## src/bpm_pkg.sv

```systemverilog
package bpm_pkg;

	////////////////////////////////////////////////////////////////////////////
	// Widths
	////////////////////////////////////////////////////////////////////////////
	localparam int DATA_W = 16;  // Config and position registers
	localparam int BUS_W  = 32;  // Bus address and data
	localparam int WE_W   = BUS_W / 8;
	localparam int GAIN_W = 32;  // Channel gain and power
	localparam int VGA_W  = 5;
	localparam int ATT_W  = 6;   // Digital attenuator setting
	localparam int N_CHAN = 4;   // Pickups A to D
	localparam int OFS_W  = 8;   // Register word offset width

	localparam logic [BUS_W-1:0] FPGA_VERSION = 32'h0002_0105;

	// Word offsets, byte address is base plus four times the offset
	typedef enum logic [OFS_W-1:0] {
		CR              = 8'h01,
		FPGA_VER        = 8'h02,
		CHA_POWER       = 8'h04,
		CHB_POWER       = 8'h05,
		CHC_POWER       = 8'h06,
		CHD_POWER       = 8'h07,
		X               = 8'h08,
		Y               = 8'h09,
		S               = 8'h0A,
		TRIG_DL         = 8'h16,
		BPM_DIA         = 8'h17,
		TRIG_TH         = 8'h18,
		TRIG_DT         = 8'h19,
		EVT_LEN         = 8'h1A,
		EVT_TAIL_LEN    = 8'h1B,
		BL_LEN          = 8'h1C,
		AFE_CTRL        = 8'h58,
		CHA_GAIN        = 8'h60,
		CHB_GAIN        = 8'h61,
		CHC_GAIN        = 8'h62,
		CHD_GAIN        = 8'h63,
		ACTUAL_VGA_GAIN = 8'h6D
	} reg_addr_e;

	// Attenuator serial loader
	typedef enum logic [1:0] {
		ATT_IDLE,
		ATT_SETUP,   // Data out, clock low
		ATT_CLOCK,   // Clock high
		ATT_LATCH    // Latch enable pulse
	} att_state_e;

	// Word aligned and inside the register window
	function automatic logic in_window(input logic [BUS_W-1:0] addr,
		input logic [BUS_W-1:0] base);
		logic [BUS_W-1:0] rel;
		rel = addr - base;
		return (rel[1:0] == 2'b00) && (rel[BUS_W-1:OFS_W+2] == '0);
	endfunction

	function automatic reg_addr_e word_ofs(input logic [BUS_W-1:0] addr,
		input logic [BUS_W-1:0] base);
		logic [BUS_W-1:0] rel;
		rel = addr - base;
		return reg_addr_e'(rel[OFS_W+1:2]);
	endfunction

endpackage

```

## src/afe_ctrl.sv

```systemverilog
`timescale 1ns/10ps

module afe_ctrl
	import bpm_pkg::*;
(
	input  logic              clk,
	input  logic              rst_n,
	input  logic [DATA_W-1:0] control_reg,
	input  logic [DATA_W-1:0] afe_ctrl_reg,
	input  logic [VGA_W-1:0]  auto_att,
	input  logic              cal_on,
	input  logic              trig_in,
	output logic              afe_pickup,
	output logic              afe_cal,
	output logic [VGA_W-1:0]  vga_gain,
	output logic              sma_out,
	output logic              att_le,
	output logic              att_clk,
	output logic              att_data
);

	localparam int CNT_W = $clog2(ATT_W);

	logic             auto_mode;
	logic [ATT_W-1:0] att_setting;

	att_state_e       state, state_nxt;
	logic [CNT_W-1:0] bit_cnt, bit_cnt_nxt;
	logic [ATT_W-1:0] shift_q, shift_nxt;    // Rotates once per bit
	logic [ATT_W-1:0] loaded_q, loaded_nxt;  // Last value latched into the part

	////////////////////////////////////////////////////////////////////////////
	// Front-end selects
	////////////////////////////////////////////////////////////////////////////
	assign afe_pickup = control_reg[13] ? 1'b1 : cal_on;  // Forced pickup or cal sequencer
	assign afe_cal    = ~afe_pickup;

	assign auto_mode = control_reg[6];  // Auto ranging
	assign vga_gain  = auto_mode ? auto_att : afe_ctrl_reg[VGA_W-1:0];

	// External NAND on the SMA path idles high
	assign sma_out = control_reg[3] ? ~trig_in : 1'b1;

	////////////////////////////////////////////////////////////////////////////
	// Attenuator serial loader
	////////////////////////////////////////////////////////////////////////////
	assign att_setting = afe_ctrl_reg[13:8];

	always_comb begin
		state_nxt   = state;
		bit_cnt_nxt = bit_cnt;
		shift_nxt   = shift_q;
		loaded_nxt  = loaded_q;
		case (state)
			ATT_IDLE: begin
				if (att_setting != loaded_q) begin
					shift_nxt   = att_setting;
					bit_cnt_nxt = '0;
					state_nxt   = ATT_SETUP;
				end
			end
			ATT_SETUP:
				state_nxt = ATT_CLOCK;
			ATT_CLOCK: begin
				// After six rotations the frame value is back in place
				shift_nxt = {shift_q[ATT_W-2:0], shift_q[ATT_W-1]};
				if (bit_cnt == CNT_W'(ATT_W - 1)) begin
					state_nxt = ATT_LATCH;
				end else begin
					bit_cnt_nxt = bit_cnt + 1'b1;
					state_nxt   = ATT_SETUP;
				end
			end
			ATT_LATCH: begin
				loaded_nxt = shift_q;
				state_nxt  = ATT_IDLE;  // Rechecks for a change made mid frame
			end
			default:
				state_nxt = ATT_IDLE;
		endcase
	end

	// Outputs registered from the next state so the pins never glitch
	always_ff @(posedge clk or negedge rst_n) begin
		if (!rst_n) begin
			state    <= ATT_IDLE;
			bit_cnt  <= '0;
			shift_q  <= '0;
			loaded_q <= '0;
			att_clk  <= 1'b0;
			att_le   <= 1'b0;
			att_data <= 1'b0;
		end else begin
			state    <= state_nxt;
			bit_cnt  <= bit_cnt_nxt;
			shift_q  <= shift_nxt;
			loaded_q <= loaded_nxt;
			att_clk  <= (state_nxt == ATT_CLOCK);
			att_le   <= (state_nxt == ATT_LATCH);
			att_data <= (state_nxt == ATT_SETUP || state_nxt == ATT_CLOCK) &&
				shift_nxt[ATT_W-1];  // MSB first
		end
	end

	// Value recorded at the latch is the one the frame started with
	a_frame_restored: assert property (@(posedge clk) disable iff (!rst_n)
		att_le |-> shift_q == $past(shift_q, 2 * ATT_W));

	// Data bit held while the part clocks it in
	a_data_held: assert property (@(posedge clk) disable iff (!rst_n)
		att_clk |-> $stable(att_data));

endmodule

```

## src/bpm_ctrl_top.sv

```systemverilog
`timescale 1ns/10ps

module bpm_ctrl_top
	import bpm_pkg::*;
#(
	parameter logic [BUS_W-1:0] BASE_ADDR = 32'h4171_0000
) (
	input  logic                          clk,
	input  logic                          rst_n,
	// Processor bus
	input  logic                          bus_en,
	input  logic [WE_W-1:0]               bus_we,
	input  logic [BUS_W-1:0]              bus_addr,
	input  logic [BUS_W-1:0]              bus_wr_data,
	output logic [BUS_W-1:0]              bus_rd_data,
	// Results from the processing chain
	input  logic [DATA_W-1:0]             pos_x,
	input  logic [DATA_W-1:0]             pos_y,
	input  logic [DATA_W-1:0]             pos_s,
	input  logic [N_CHAN-1:0][GAIN_W-1:0] chan_power,
	input  logic [VGA_W-1:0]              auto_att,
	input  logic                          cal_on,
	input  logic                          trig_in,
	// Configuration to the processing chain
	output logic [DATA_W-1:0]             control_reg,
	output logic [DATA_W-1:0]             bpm_dia,
	output logic [DATA_W-1:0]             trig_th,
	output logic [DATA_W-1:0]             trig_dt,
	output logic [DATA_W-1:0]             trig_dl,
	output logic [DATA_W-1:0]             evt_len,
	output logic [DATA_W-1:0]             evt_tail_len,
	output logic [DATA_W-1:0]             bl_len,
	output logic [N_CHAN-1:0][GAIN_W-1:0] chan_gain,
	// Front end
	output logic                          afe_pickup,
	output logic                          afe_cal,
	output logic [VGA_W-1:0]              vga_gain,
	output logic                          sma_out,
	output logic                          att_le,
	output logic                          att_clk,
	output logic                          att_data
);

	logic [DATA_W-1:0] afe_ctrl_reg;

	bpm_reg_bank #(.BASE_ADDR(BASE_ADDR)) i_reg_bank (
		.clk, .rst_n, .bus_en, .bus_we, .bus_addr, .bus_wr_data,
		.control_reg, .afe_ctrl_reg, .bpm_dia, .trig_th, .trig_dt, .trig_dl,
		.evt_len, .evt_tail_len, .bl_len, .chan_gain
	);

	bpm_read_mux #(.BASE_ADDR(BASE_ADDR)) i_read_mux (
		.clk, .rst_n, .bus_en, .bus_we, .bus_addr,
		.control_reg, .afe_ctrl_reg, .bpm_dia, .trig_th, .trig_dt, .trig_dl,
		.evt_len, .evt_tail_len, .bl_len, .chan_gain,
		.pos_x, .pos_y, .pos_s, .chan_power,
		.vga_gain,  // Gain actually driven to the VGA
		.bus_rd_data
	);

	afe_ctrl i_afe_ctrl (
		.clk, .rst_n, .control_reg, .afe_ctrl_reg, .auto_att, .cal_on, .trig_in,
		.afe_pickup, .afe_cal, .vga_gain, .sma_out,
		.att_le, .att_clk, .att_data
	);

endmodule

```

## src/bpm_read_mux.sv

```systemverilog
`timescale 1ns/10ps

module bpm_read_mux
	import bpm_pkg::*;
#(
	parameter logic [BUS_W-1:0] BASE_ADDR = 32'h4171_0000
) (
	input  logic                          clk,
	input  logic                          rst_n,
	input  logic                          bus_en,
	input  logic [WE_W-1:0]               bus_we,
	input  logic [BUS_W-1:0]              bus_addr,
	input  logic [DATA_W-1:0]             control_reg,
	input  logic [DATA_W-1:0]             afe_ctrl_reg,
	input  logic [DATA_W-1:0]             bpm_dia,
	input  logic [DATA_W-1:0]             trig_th,
	input  logic [DATA_W-1:0]             trig_dt,
	input  logic [DATA_W-1:0]             trig_dl,
	input  logic [DATA_W-1:0]             evt_len,
	input  logic [DATA_W-1:0]             evt_tail_len,
	input  logic [DATA_W-1:0]             bl_len,
	input  logic [N_CHAN-1:0][GAIN_W-1:0] chan_gain,
	input  logic [DATA_W-1:0]             pos_x,
	input  logic [DATA_W-1:0]             pos_y,
	input  logic [DATA_W-1:0]             pos_s,
	input  logic [N_CHAN-1:0][GAIN_W-1:0] chan_power,
	input  logic [VGA_W-1:0]              vga_gain,
	output logic [BUS_W-1:0]              bus_rd_data
);

	localparam int EXT_W = BUS_W - DATA_W;

	logic             rd_en;
	logic             rd_hit;  // Offset is a mapped register
	logic [BUS_W-1:0] rd_word;

	assign rd_en = bus_en && (bus_we == '0) && in_window(bus_addr, BASE_ADDR);

	// Read word select and extension
	always_comb begin
		rd_hit  = 1'b1;
		rd_word = '0;
		case (word_ofs(bus_addr, BASE_ADDR))
			CR:              rd_word = {{EXT_W{control_reg[DATA_W-1]}}, control_reg};
			AFE_CTRL:        rd_word = {{EXT_W{afe_ctrl_reg[DATA_W-1]}}, afe_ctrl_reg};
			FPGA_VER:        rd_word = FPGA_VERSION;
			BPM_DIA:         rd_word = BUS_W'(bpm_dia);
			TRIG_TH:         rd_word = BUS_W'(trig_th);
			TRIG_DT:         rd_word = BUS_W'(trig_dt);
			TRIG_DL:         rd_word = BUS_W'(trig_dl);
			EVT_LEN:         rd_word = BUS_W'(evt_len);
			EVT_TAIL_LEN:    rd_word = BUS_W'(evt_tail_len);
			BL_LEN:          rd_word = BUS_W'(bl_len);
			X:               rd_word = BUS_W'(pos_x);
			Y:               rd_word = BUS_W'(pos_y);
			S:               rd_word = BUS_W'(pos_s);
			CHA_POWER:       rd_word = chan_power[0];
			CHB_POWER:       rd_word = chan_power[1];
			CHC_POWER:       rd_word = chan_power[2];
			CHD_POWER:       rd_word = chan_power[3];
			CHA_GAIN:        rd_word = chan_gain[0];
			CHB_GAIN:        rd_word = chan_gain[1];
			CHC_GAIN:        rd_word = chan_gain[2];
			CHD_GAIN:        rd_word = chan_gain[3];
			ACTUAL_VGA_GAIN: rd_word = BUS_W'(vga_gain);  // Gain in use, manual or auto
			default:         rd_hit  = 1'b0;
		endcase
	end

	// Holds the last mapped read
	always_ff @(posedge clk or negedge rst_n) begin
		if (!rst_n)
			bus_rd_data <= '0;
		else if (rd_en && rd_hit)
			bus_rd_data <= rd_word;
	end

endmodule

```

## src/bpm_reg_bank.sv

```systemverilog
`timescale 1ns/10ps

module bpm_reg_bank
	import bpm_pkg::*;
#(
	parameter logic [BUS_W-1:0] BASE_ADDR = 32'h4171_0000
) (
	input  logic                          clk,
	input  logic                          rst_n,
	input  logic                          bus_en,
	input  logic [WE_W-1:0]               bus_we,
	input  logic [BUS_W-1:0]              bus_addr,
	input  logic [BUS_W-1:0]              bus_wr_data,
	output logic [DATA_W-1:0]             control_reg,
	output logic [DATA_W-1:0]             afe_ctrl_reg,
	output logic [DATA_W-1:0]             bpm_dia,
	output logic [DATA_W-1:0]             trig_th,
	output logic [DATA_W-1:0]             trig_dt,
	output logic [DATA_W-1:0]             trig_dl,
	output logic [DATA_W-1:0]             evt_len,
	output logic [DATA_W-1:0]             evt_tail_len,
	output logic [DATA_W-1:0]             bl_len,
	output logic [N_CHAN-1:0][GAIN_W-1:0] chan_gain
);

	logic        wr_en;
	reg_addr_e   wr_ofs;
	logic [DATA_W-1:0] wr_lo;

	// Only a full mask counts as a write
	assign wr_en  = bus_en && (bus_we == '1) && in_window(bus_addr, BASE_ADDR);
	assign wr_ofs = word_ofs(bus_addr, BASE_ADDR);
	assign wr_lo  = bus_wr_data[DATA_W-1:0];  // 16-bit registers keep the low half

	////////////////////////////////////////////////////////////////////////////
	// Configuration registers
	////////////////////////////////////////////////////////////////////////////
	always_ff @(posedge clk or negedge rst_n) begin
		if (!rst_n) begin
			control_reg  <= '0;
			afe_ctrl_reg <= '0;
			bpm_dia      <= '0;
			trig_th      <= '0;
			trig_dt      <= '0;
			trig_dl      <= '0;
			evt_len      <= '0;
			evt_tail_len <= '0;
			bl_len       <= '0;
			chan_gain    <= '0;
		end else if (wr_en) begin
			case (wr_ofs)
				CR:           control_reg  <= wr_lo;
				AFE_CTRL:     afe_ctrl_reg <= wr_lo;  // VGA gain and attenuator
				BPM_DIA:      bpm_dia      <= wr_lo;
				TRIG_TH:      trig_th      <= wr_lo;
				TRIG_DT:      trig_dt      <= wr_lo;
				TRIG_DL:      trig_dl      <= wr_lo;
				EVT_LEN:      evt_len      <= wr_lo;
				EVT_TAIL_LEN: evt_tail_len <= wr_lo;
				BL_LEN:       bl_len       <= wr_lo;
				// Gains take the full word
				CHA_GAIN:     chan_gain[0] <= bus_wr_data[GAIN_W-1:0];
				CHB_GAIN:     chan_gain[1] <= bus_wr_data[GAIN_W-1:0];
				CHC_GAIN:     chan_gain[2] <= bus_wr_data[GAIN_W-1:0];
				CHD_GAIN:     chan_gain[3] <= bus_wr_data[GAIN_W-1:0];
				default: ;  // Read-only or unmapped
			endcase
		end
	end

	////////////////////////////////////////////////////////////////////////////
	// Bus protocol check
	////////////////////////////////////////////////////////////////////////////
	// Mixed byte masks are not part of the protocol, the transfer is dropped
	a_we_mask: assert property (@(posedge clk) disable iff (!rst_n)
		bus_en |-> (bus_we == '1 || bus_we == '0))
	else
		$warning("Partial write mask %h ignored", bus_we);

endmodule

```

## config.mk

```make
export PLATFORM = sky130hd
export DESIGN_NAME = bpm_ctrl_top
export DESIGN_NICKNAME = d
export VERILOG_FILES = /design/src/bpm_pkg.sv /design/src/afe_ctrl.sv /design/src/bpm_ctrl_top.sv /design/src/bpm_read_mux.sv /design/src/bpm_reg_bank.sv
export SDC_FILE = /design/constraint.sdc
export NUM_CORES = 1
export LEC_CHECK = 0
export BUFFER_PORTS_ARGS = -buffer_cell sky130_fd_sc_hd__buf_4
export CELL_PAD_IN_SITES_DETAIL_PLACEMENT = 1
export CELL_PAD_IN_SITES_GLOBAL_PLACEMENT = 1
export CORE_MARGIN = 8
export CORE_UTILIZATION = 40
export DETAILED_ROUTE_END_ITERATION = 16
export PLACE_DENSITY = 0.84
export SLEW_MARGIN = 20
export SYNTH_ARGS = -nofsm -noshare
export SYNTH_HDL_FRONTEND = slang
export SYNTH_HIERARCHICAL = 1
export SYNTH_SLANG_ARGS = --single-unit
```

## constraint.sdc

```tcl
create_clock -name clk -period 2.29 [get_ports clk]
set_clock_uncertainty 0.2 [all_clocks]
set_input_delay 0.458 -clock clk [delete_from_list [all_inputs] [get_ports clk]]
set_output_delay 0.458 -clock clk [all_outputs]
set_load 0.03 [all_outputs]
```

==> results.md <==
- Area share of the largest cell type after synthesis: 47.6%
- Leakage: 12.9 nW
- Worst hold slack: 0.0996 ns
- CTS root buf: clkbuf_16
- Critical-path cell list: buf_6 > or4b_4 > a2111oi_4 > o2111a_2 > buf_12 > nand4_1 > buf_6 > clkbuf_16 > mux2_4
- Achievable frequency: 0.431 GHz
- Overall Global Routing Usage: 35.7%
- Crit-path max FO: 8
- Crit path arrival time: 2.56 ns
- CTS clk-pin slew, worst paths: 0.06 ns
- Synthesized area: 17000 um2
- Avg Cell Area, Syn: 12.4 um2
- Final hold viol count: 0
- Die Y-Extent: 222 um
- Nets: 2363
- Vias/cell: 6.23
- PortBufs: 552
- Commonest non-fill, non-tap cell in the layout: buf_4
- Most frequent cells in the layout: buf_4, dfrtp_1, mux2_2
- DRT Pass-1 Iters: 5
- Tot Pwr: 13.7 mW
- Final wirelength: 92.4 mm
- Fin area: 25500 um2
- First-pass GRT wire length: 131 mm
- Clk buf depth: 3
- Max reg flops: 128
- Post-layout util: 60.6%
- Area leader, netlist: dfrtp_1
- Initial antenna violation count: 4
- Clk_lat worst skew: 0.57 ns
- Register area: 8110 um2
- Synth area leaders: dfrtp_1, mux2_2, mux4_2, mux2_4, a22oi_1
- Unique masters post-synth: 81
- Placer Congestion: 0.971
- Min Clock Period, post-route: 2.32 ns
- Max_cap viols: 0
- Regs by FF count: i_reg_bank/chan_gain: 128 flops, i_read_mux/bus_rd_data: 32 flops
- PnR worst setup slack: -0.0321 ns
- CTS tree: yes
- PwrDens: 539 nW/um2
- Synthesized Nets: 1627
- WL/cell: 34.5 um
- Crit. End Element: flop
- Remaining Overflow, GRT: 0
- Crit path max-delay cell type: or4b_4
- Multi-input gate area: 8570 um2
- Starting density of the core: 40.5%
- Most used cell, CP: buf_6
- Failing checks: setup timing
- Crit start category: input pin
- DRT antenna net count: 0
- Vias post-DR: 16682
- Outcome: complete, but fails checks
- Die footprint: 49500 um2
- Endpoints failing setup: 17
- Mapped Cells: 1369
- Detailed Place HPWL: 68.6 mm
- Relative max-transition margin: 55.2%
- Fin Setup TNS: -0.188 ns
- HP Start: bus_wr_data[3]
- Share of layout cells above drive strength 1: 58.1%
- Register area share after synthesis: 47.6%
- Post-synth ARST share: 100%
- Register with the most flip-flops: i_reg_bank/chan_gain
- RSZ-0062 raised after global routing: true
- I/O pins: 553
- Slew Viols, Final: 0
- Reg-to-reg startpoint: i_reg_bank/afe_ctrl_reg[8]
- CP required: 2.53 ns
- Chip width: 222 um
- Worst setup startpoint: bus_addr[28]
- Cell row count: 75
- Hold Crit Class: input pin to flop
- Crit path max-delay family: simple AND/OR/NAND/NOR gates
- Maximum vdd drop: 0.000651 V
- Clock Sinks: 324
- Htree depth: 2
- Ys Warns: 6
- Number of global-route vias before repair: 17903
- CP bufs+invs: 4
- Synth Flop Type: dfrtp_1
- Dpl cell area: 23600 um2
- DRT iter0 DRCs: 1837
- Worst Tran Pin Value: 0.663 ns
- DRC violation count after routing: 0
- Final Cycle Share: 101%
- TritonCTS buffer count: 39
- Critical path class: input pin to flop
- Synth-to-layout area growth: 49.5%
- Slowest Stage Delay on Critical Path: 0.54 ns
- EDFF count, synth: 0
- Core area: 42000 um2
- Yosys reg bits: 324
- Largest net degree at the start of global routing: 62
- Fill cells: 4244
## per-layer routing
metal	wire length [um]	share of wire (%)	track usage, %	vias up
met5	9	0.0097	0	-
met4	4330	4.7	15.1	2
met3	9240	10	10.2	226
met2	44100	48	59.4	1107
met1	34700	38	42.9	8627
li1	-	-	-	6720
## Yosys cell counts, types with 13 or more instances
cell type  instances
inv_1             13
a21oi_1           31
mux4_2            38
nand3_1           32
dfrtp_1          324
mux2_2           248
mux2_4            44
and3_1            14
nor3_1            16
nand2_1           65
buf_2             45
nand4_1           18
o21ai_0           35
nor2_1            47
mux2i_1           26
a22o_1            31
a22oi_1           39
a221oi_1          18
clkbuf_1          52
## report_power, final
part	internal, mW	total (mW)	switching (mW)
logic	0.632	1.40	0.767
clock network	3.90	6.60	2.70
registers	5.72	5.72	0.0000000655
total	10.3	13.7	3.47
## worst paths after layout
check	slack (ns)	cells after the start	endpoint
min in group asynchronous	0.20	2	i_reg_bank/evt_len[3]
hold reg to reg	0.30	2	i_read_mux/bus_rd_data[22]
hold / removal	0.1	2	i_reg_bank/trig_dl[3]
max in group asynchronous	0.94	3	i_reg_bank/chan_gain[94]
setup reg to reg	0.06	6	i_afe_ctrl/att_data
setup / recovery	-0.03	9	i_reg_bank/chan_gain[104]
## worst reg2reg max path, cell delays in order, from the launching register on
cell and delay (ns):
dfrtp_1 0.45, xnor2_1 0.25, nand4_2 0.15, o31a_1 0.34, ha_1 0.28, inv_1 0.04, a31oi_1 0.37
## repair_timing
action                                 CTS  global route
pin swaps                                1             6
buffers inserted                         5            11
endpoints found under the hold margin  162             0
cloned                                   0             4
gates resized for setup                 14            21
hold buffers                            17             0
setup endpoints to repair                7            81
## through the flow
stage | cells | worst slack (ns)
final | 2676 | -0.0321
after global routing | 2675 | -0.0808
after CTS | 2660 | -0.00594
after detailed placement | 2567 | -0.639
after global placement | 2567 | -0.619
after floorplan | 1369 | -0.327
## area by class of cell
class | instances | area share [%]
tap | 539 | 2.65
multi-input combinational | 916 | 33.6
inverter | 13 | 0.191
antenna | 2 | 0.0196
clock inverter | 11 | 0.525
sequential | 324 | 31.8
clock buffer | 60 | 4.77
timing repair buffer | 811 | 26.4
## kinds of logic after synthesis
logic type                 share of synthesized area (%)
muxes                                               27.2
DFF                                                 47.6
AOI/OAI and AO/OA                                   11.8
and+or+nand+nor                                     9.08
buffers and inverters                               3.66
xor gates and xnor gates                           0.360
adders and majority gates                          0.294
No activity file was read; power rests on OpenSTA's default activity.
